**src/dnc_output_consts.svh**
```systemverilog
// Width and depth macros of the output-vector MAC; include wherever the sizes are needed
`ifndef DNC_OUTPUT_CONSTS_SVH
`define DNC_OUTPUT_CONSTS_SVH

////////////////////////////////////////
// Data format, signed Q8.8
////////////////////////////////////////
// Weights, operands and outputs
`define DNC_DATA_W 16
// Fraction bits, dropped once at the drain
`define DNC_FRAC_W 8

////////////////////////////////////////
// Vector geometry
////////////////////////////////////////
`define DNC_Y_MAX 8
`define DNC_IDX_W 3
// Headroom for many full-width products
`define DNC_ACC_W 40

`endif

```
**src/dnc_output_pkg.sv**
```systemverilog
// Types exchanged between the output-vector MAC stages and with the outside; import where used
`default_nettype none
`include "dnc_output_consts.svh"

package dnc_output_pkg;

  ////////////////////////////////////////
  // Input term, one strobe per K*r or U*h term
  ////////////////////////////////////////
  typedef struct packed {
    logic [`DNC_IDX_W-1:0]         idx;
    logic signed [`DNC_DATA_W-1:0] weight;
    logic signed [`DNC_DATA_W-1:0] operand;
    logic                          last;
  } term_t;

  // Exact product, still carrying its index
  typedef struct packed {
    logic [`DNC_IDX_W-1:0]           idx;
    logic signed [2*`DNC_DATA_W-1:0] prod;
    logic                            last;
  } product_t;

  ////////////////////////////////////////
  // Output side
  ////////////////////////////////////////
  // One finished element of y
  typedef struct packed {
    logic [`DNC_IDX_W-1:0]         idx;
    logic signed [`DNC_DATA_W-1:0] value;
    logic                          sat;
  } y_elem_t;

  // Partial sum word of the bank
  typedef logic signed [`DNC_ACC_W-1:0] acc_t;

endpackage

`default_nettype wire

```
**src/dnc_term_product.sv**
```systemverilog
// Product stage of the output-vector MAC; registers each term with its exact signed product
`timescale 1ns/100ps
`default_nettype none
`include "dnc_output_consts.svh"

module dnc_term_product
  import dnc_output_pkg::*;
(
  input  logic     CLK,
  input  logic     RST,
  // Term strobe from the source
  input  logic     term_valid,
  input  term_t    term,
  // Product strobe toward the bank
  output logic     prod_valid,
  output product_t prod
);

  ////////////////////////////////////////
  // Multiply
  ////////////////////////////////////////

  // Full-width result, rounding deferred to the drain
  logic signed [2*`DNC_DATA_W-1:0] mult;

  // Same multiplier for K*r and U*h terms
  assign mult = $signed(term.weight) * $signed(term.operand);

  ////////////////////////////////////////
  // Output register
  ////////////////////////////////////////

  always_ff @(posedge CLK or posedge RST) begin
    if (RST) begin
      prod_valid <= 1'b0;
      prod       <= '0;
    end else begin
      // One cycle of latency, strobe follows the term
      prod_valid <= term_valid;
      if (term_valid) begin
        // Index and last ride along with the product
        prod.idx  <= term.idx;
        prod.prod <= mult;
        prod.last <= term.last;
      end
    end
  end

endmodule

`default_nettype wire

```
**src/dnc_accum_bank.sv**
```systemverilog
// Accumulator bank of the output-vector MAC; one partial sum per y element, read by the drain
`timescale 1ns/100ps
`default_nettype none
`include "dnc_output_consts.svh"

module dnc_accum_bank
  import dnc_output_pkg::*;
(
  input  logic                  CLK,
  input  logic                  RST,
  // Vector start with its length minus one
  input  logic                  start,
  input  logic [`DNC_IDX_W-1:0] size_y_in,
  // Products from the multiply stage
  input  logic                  prod_valid,
  input  product_t              prod,
  // Read port for the drain
  input  logic [`DNC_IDX_W-1:0] rd_idx,
  output acc_t                  rd_data,
  // Latched length and end-of-vector strobe
  output logic [`DNC_IDX_W-1:0] size_y,
  output logic                  done
);

  ////////////////////////////////////////
  // Storage
  ////////////////////////////////////////

  // One accumulator per output element
  acc_t acc_mem [`DNC_Y_MAX];

  // Product widened to accumulator width
  acc_t prod_ext;

  // Sign bit copied into the headroom
  assign prod_ext = {{(`DNC_ACC_W-2*`DNC_DATA_W){prod.prod[2*`DNC_DATA_W-1]}}, prod.prod};

  ////////////////////////////////////////
  // Accumulate
  ////////////////////////////////////////

  always_ff @(posedge CLK or posedge RST) begin
    if (RST) begin
      for (int i = 0; i < `DNC_Y_MAX; i++) begin
        acc_mem[i] <= '0;
      end
      size_y <= '0;
      done   <= 1'b0;
    end else begin
      // Done one cycle after the last product is summed
      done <= prod_valid & prod.last;

      if (start) begin
        // Fresh vector, stale sums of a longer one wiped
        for (int i = 0; i < `DNC_Y_MAX; i++) begin
          acc_mem[i] <= '0;
        end
        size_y <= size_y_in;
      end else if (prod_valid) begin
        // K*r and U*h terms land in the same entry
        acc_mem[prod.idx] <= acc_mem[prod.idx] + prod_ext;
      end
    end
  end

  ////////////////////////////////////////
  // Read port
  ////////////////////////////////////////

  // Combinational, drain sees the entry in the same cycle
  assign rd_data = acc_mem[rd_idx];

endmodule

`default_nettype wire

```
**src/dnc_output_drain.sv**
```systemverilog
// Drain stage of the output-vector MAC; rounds, saturates and streams y, then pulses ready
`timescale 1ns/100ps
`default_nettype none
`include "dnc_output_consts.svh"

module dnc_output_drain
  import dnc_output_pkg::*;
(
  input  logic                  CLK,
  input  logic                  RST,
  // From the bank
  input  logic                  done,
  input  logic [`DNC_IDX_W-1:0] size_y,
  output logic [`DNC_IDX_W-1:0] rd_idx,
  input  acc_t                  rd_data,
  // Output stream
  output logic                  y_valid,
  output y_elem_t               y,
  output logic                  ready
);

  ////////////////////////////////////////
  // Constants
  ////////////////////////////////////////

  localparam logic st_idle  = 1'b0;
  localparam logic st_drain = 1'b1;

  // Half an LSB of the output format
  localparam acc_t round_half = acc_t'(1) <<< (`DNC_FRAC_W-1);

  // Signed data limits at rounded width
  localparam logic signed [`DNC_ACC_W:0] y_hi =
    {{(`DNC_ACC_W-`DNC_DATA_W+2){1'b0}}, {(`DNC_DATA_W-1){1'b1}}};
  localparam logic signed [`DNC_ACC_W:0] y_lo =
    {{(`DNC_ACC_W-`DNC_DATA_W+2){1'b1}}, {(`DNC_DATA_W-1){1'b0}}};

  logic                         state;
  logic [`DNC_IDX_W-1:0]        cnt;
  logic signed [`DNC_ACC_W:0]   rounded;

  ////////////////////////////////////////
  // FSM and index counter
  ////////////////////////////////////////

  always_ff @(posedge CLK or posedge RST) begin
    if (RST) begin
      state <= st_idle;
      cnt   <= '0;
      ready <= 1'b0;
    end else begin
      // Pulse right after the final element
      ready <= (state == st_drain) && (cnt == size_y);
      case (state)
        st_idle: begin
          // A second done while busy is never seen here
          if (done) begin
            state <= st_drain;
            cnt   <= '0;
          end
        end
        default: begin
          if (cnt == size_y) begin
            state <= st_idle;
            cnt   <= '0;
          end else begin
            cnt <= cnt + 1'b1;
          end
        end
      endcase
    end
  end

  ////////////////////////////////////////
  // Round half-up, then saturate
  ////////////////////////////////////////

  assign rd_idx = cnt;

  // One extra bit so the half-LSB add cannot wrap
  assign rounded = ($signed({rd_data[`DNC_ACC_W-1], rd_data}) + round_half) >>> `DNC_FRAC_W;

  always_comb begin
    y.idx = cnt;
    y.sat = 1'b0;
    y.value = rounded[`DNC_DATA_W-1:0];
    if (rounded > y_hi) begin
      y.value = y_hi[`DNC_DATA_W-1:0];
      y.sat   = 1'b1;
    end else if (rounded < y_lo) begin
      y.value = y_lo[`DNC_DATA_W-1:0];
      y.sat   = 1'b1;
    end
  end

  // One element per drain cycle
  assign y_valid = (state == st_drain);

endmodule

`default_nettype wire

```
**src/dnc_output_vector.sv**
```systemverilog
// Top of the output-vector MAC, y = K*r + U*h from one interleaved term stream
`timescale 1ns/100ps
`default_nettype none
`include "dnc_output_consts.svh"

module dnc_output_vector
  import dnc_output_pkg::*;
(
  input  logic                  CLK,
  input  logic                  RST,
  // Vector control
  input  logic                  START,
  input  logic [`DNC_IDX_W-1:0] size_y,
  // Term stream
  input  logic                  term_valid,
  input  term_t                 term,
  // Result stream
  output logic                  y_valid,
  output y_elem_t               y,
  output logic                  READY
);

  ////////////////////////////////////////
  // Stage links
  ////////////////////////////////////////

  logic                  prod_valid;
  product_t              prod;
  logic [`DNC_IDX_W-1:0] rd_idx;
  acc_t                  rd_data;
  // Length as latched by the bank at START
  logic [`DNC_IDX_W-1:0] bank_size_y;
  logic                  done;

  // Multiply each term
  dnc_term_product u_term_product (
    .CLK        (CLK),
    .RST        (RST),
    .term_valid (term_valid),
    .term       (term),
    .prod_valid (prod_valid),
    .prod       (prod)
  );

  // Sum per output element
  dnc_accum_bank u_accum_bank (
    .CLK        (CLK),
    .RST        (RST),
    .start      (START),
    .size_y_in  (size_y),
    .prod_valid (prod_valid),
    .prod       (prod),
    .rd_idx     (rd_idx),
    .rd_data    (rd_data),
    .size_y     (bank_size_y),
    .done       (done)
  );

  // Stream the finished vector
  dnc_output_drain u_output_drain (
    .CLK     (CLK),
    .RST     (RST),
    .done    (done),
    .size_y  (bank_size_y),
    .rd_idx  (rd_idx),
    .rd_data (rd_data),
    .y_valid (y_valid),
    .y       (y),
    .ready   (READY)
  );

endmodule

`default_nettype wire

```
**config.mk**
```make
export PLATFORM = sky130hd
export DESIGN_NAME = dnc_output_vector
export DESIGN_NICKNAME = d
export VERILOG_FILES = /design/src/dnc_output_pkg.sv /design/src/dnc_term_product.sv /design/src/dnc_accum_bank.sv /design/src/dnc_output_drain.sv /design/src/dnc_output_vector.sv
export VERILOG_INCLUDE_DIRS = /design/src
export SDC_FILE = /design/constraint.sdc
export NUM_CORES = 2
export LEC_CHECK = 0
export BUFFER_PORTS_ARGS = -buffer_cell sky130_fd_sc_hd__buf_4
export CAP_MARGIN = 40
export CORE_MARGIN = 3
export CORE_UTILIZATION = 59
export CTS_CLUSTER_DIAMETER = 80
export DETAILED_ROUTE_END_ITERATION = 8
export PLACE_DENSITY = 0.87
export SKIP_LAST_GASP = 1
export SLEW_MARGIN = 20
export SYNTH_ARGS = -nofsm -noshare
export SYNTH_HDL_FRONTEND = slang
export SYNTH_SLANG_ARGS = --single-unit
```
**constraint.sdc**
```tcl
create_clock -name CLK -period 13.68 [get_ports CLK]
set_input_delay 2.736 -clock CLK [delete_from_list [all_inputs] [get_ports CLK]]
set_output_delay 2.736 -clock CLK [all_outputs]
set_load 0.005 [all_outputs]
```
==> results.json <==
{
  "row_count": 82,
  "layout.core_utilization": 0.6452,
  "timing.clock.skew_ns": 0.01701,
  "fmax_mhz": 113.1,
  "worst-r2r-cell-count": 15,
  "crit_arrival_ns": 9.27,
  "layout.cells.most_common": "dfrtp_1",
  "period_share": 0.6463,
  "synth.distinct_cells": 92,
  "final_count_of_hold_timing_violations": 0,
  "drt_first_pass_iters": 6,
  "stdcell_area_um2": 32440,
  "ir_drop_mv": 0.3303,
  "netlist.area_leader.share": 0.3040,
  "cts.reportedPaths.clkPinSlew_ns": 0.07,
  "library_cell_with_the_largest_summed_area_after_synthesis": "dfrtp_1",
  "cts_tree": "yes",
  "setup.reg_to_reg.worst_slack_ns": 7.73,
  "synth_register_bits": 366,
  "postCtsResizedCells": 0,
  "synth_area_per_cell_um2": 10.53,
  "route.detailed.drc": 0,
  "hold-path-endpoint": "u_accum_bank.acc_mem[163]",
  "critical_path_class": "in -> reg",
  "timing.final.max_slew_violations": 0,
  "synth_enable_flop_cells": 0,
  "worst_hold_path_type": "reg -> reg",
  "ff_latch_area_um2": 9166,
  "worstSetupStartpointType": "input pin",
  "dpl.cell_count": 3461,
  "post_synth_inst_count": 2861,
  "final_cell_mix": "dfrtp_1 (364), inv_1 (335), fa_1 (263)",
  "post_cts_hold_buffer_count": 0,
  "diodes": 0,
  "critical_path.max_fanout": 16,
  "netlist_top_cells_area": "dfrtp_1 (30%), fa_1 (17%), a22o_1 (7.5%)",
  "wire_length_of_the_first_global_routing_pass_mm": 141.1,
  "pin_count_of_the_biggest_net_entering_global_routing": 117,
  "final-setup-viol-count": 0,
  "crit_startpoint": "term[24]",
  "power.static_leakage_nw": 15.47,
  "detailroute.via_count": 24380,
  "cts_made_buffers": 38,
  "hold_path_depth": 1,
  "worst_slack_ns": 4.838,
  "synth_ff_type": "dfrtp_1",
  "async_reset_ff_frac": 1.000,
  "grtUsageTotal": 0.3365,
  "finalNonFillerCells": 3532,
  "area_delta_synth_final_pct": 7.666,
  "postCtsSetupBuffers": 0,
  "io_buffer_count": 64,
  "routed_wire_length_per_instance_um": 25.51,
  "synth.yosys.seq_area_share": 0.3040,
  "floorplan.initialDensity": 0.5993,
  "place.gp.congestion": 0.9751,
  "run_status": "finished, final reports clean",
  "area_of_the_placeable_core_um2": 50270,
  "first_global_vias": 25060,
  "dp_hpwl_mm": 59.54,
  "drive_gt1_frac": 0.1017,
  "num-fill-cells": 3819,
  "footprint_of_the_multi_input_gates_um2": 18950,
  "antenna_found_initial": 1,
  "post-layout-total-power_mw": 8.117,
  "dpl_worst_slack_ns": 4.352,
  "min_period_ns": 8.842,
  "transition_time_at_the_pin_with_the_least_slew_margin_ns": 0.9416,
  "antenna_left": 0,
  "num-nets-final": 3261,
  "timing.setup.tns_ns": 0,
  "die_w_um": 232.0,
  "yosysWarnings": 0,
  "clk-insertion-delay-late_ns": 0.56,
  "worst-endpoint-required_ns": 14.11,
  "fp.dieArea_um2": 53810,
  "source_of_the_worst_hold_timing_path": "u_accum_bank.acc_mem[163]",
  "clock_tree.buffer_depth": 3,
  "route.final.wire_length_mm": 90.09,
  "grt_residual_overflow": 0,
  "hold_ws_ns": 0.5091,
  "p_per_area_nw_per_um2": 250.2,
  "syn-cell-area_um2": 30130,
  "syn-num-nets": 3290,
  "vias_per_cell": 6.903,
  "htree_levels": 2,
  "violation_count_after_the_first_detailed_routing_iteration": 3339,
  "cts.sinks": 366,
  "unrepaired_setup_endpoints_after_global_routing": "no",
  "num_io_pins": 65,
  "critical_path.reg2reg.endpoint": "u_accum_bank.acc_mem[199]",
  "placement.cell_area_um2": 31070,
  "r2r_start": "u_term_product.prod[34]",
  "ctsRootBufferMaster": "clkbuf_16",
  "die_height_um": 232.0,
  "critPathCaptureType": "flip-flop",
  "timing.max_slew.rel_slack": 0.3677,
  "maxCapViolations": 0
}
flip-flops by register name, summed over array words and instances (netlist names):
register,flops
u_term_product.prod,36
u_accum_bank.done,1
u_accum_bank.acc_mem,320
u_output_drain.rd_idx,3
u_output_drain.y_valid,1
u_output_drain.ready,1
u_accum_bank.size_y,3
u_term_product.prod_valid,1
synthesized netlist by cell type, types with 29 or more instances:
master,number
a22oi_1,162
nor2_1,68
ha_1,123
fa_1,263
mux2_2,32
mux4_1,31
a21o_1,29
a22o_1,259
clkbuf_1,138
nand3_1,40
xor2_1,32
nand4_1,54
a21oi_1,77
and2_1,125
xnor2_1,65
o21ai_0,61
mux2i_1,34
inv_1,336
dfrtp_1,366
nand2_1,248
mux4_2,35
report_power, final:
group	internal [mW]	total (mW)	switching (mW)	leakage, nW
Combinational	2.43	5.61	3.18	9.83
Clock	0.657	1.11	0.452	0.651
Sequential	1.23	1.40	0.166	4.98
how the worst max path moves through the flow:
stage | end | slack, ns | depth (start not counted)
floorplan | u_accum_bank.acc_mem[0] | 0.78 | 1
global placement | u_term_product.prod[31] | 4.42 | 24
detailed placement | u_term_product.prod[31] | 4.35 | 23
CTS | y[3] | 4.87 | 11
global route | u_term_product.prod[31] | 4.59 | 24
finish | u_term_product.prod[31] | 4.84 | 24
worst max-delay path: stages:
cell and delay, ns:
buf_4 0.20, nand2_1 0.10, fa_1 0.54, inv_1 0.05
fa_1 0.49, inv_1 0.05, fa_1 0.54, inv_1 0.06
fa_1 0.45, fa_1 0.49, inv_1 0.05, fa_1 0.47
inv_1 0.04, ha_1 0.31, and3_1 0.21, a221o_1 0.37
a21oi_1 0.14, o21ai_0 0.26, a221o_1 0.46, a211oi_1 0.44
nor2_1 0.14, a211oi_1 0.30, nor4_1 0.08, a311o_1 0.27
kinds of logic (layout without fill, tap and decap cells):
kind of cell	Yosys count	count (layout)	share of synthesized area
AND/OR/NAND/NOR	638	638	0.1072
flip-flops	366	366	0.3040
XOR/XNOR	97	97	0.02820
adder cells (fa/ha/maj)	386	386	0.2258
buffers and inverters	515	514	0.07201
multiplexers	135	135	0.07841
AO/OA/AOI/OAI	724	724	0.1843
per-layer routing:
layer	GRT usage	part of all wire	vias up
met4	0.1820	0.065	0
li1	-	-	10070
met5	0	0	-
met1	0.4264	0.36	12050
met3	0.06379	0.11	472
met2	0.5498	0.47	1794
area by class of cell:
type,count,area share
tap,672,0.02592
multi-input combinational,1980,0.5842
sequential,366,0.2826
clock inverter,11,0.004281
timing repair buffer,108,0.02715
inverter,338,0.03934
clock buffer,57,0.03657
No activity file was read; power rests on OpenSTA's default activity.
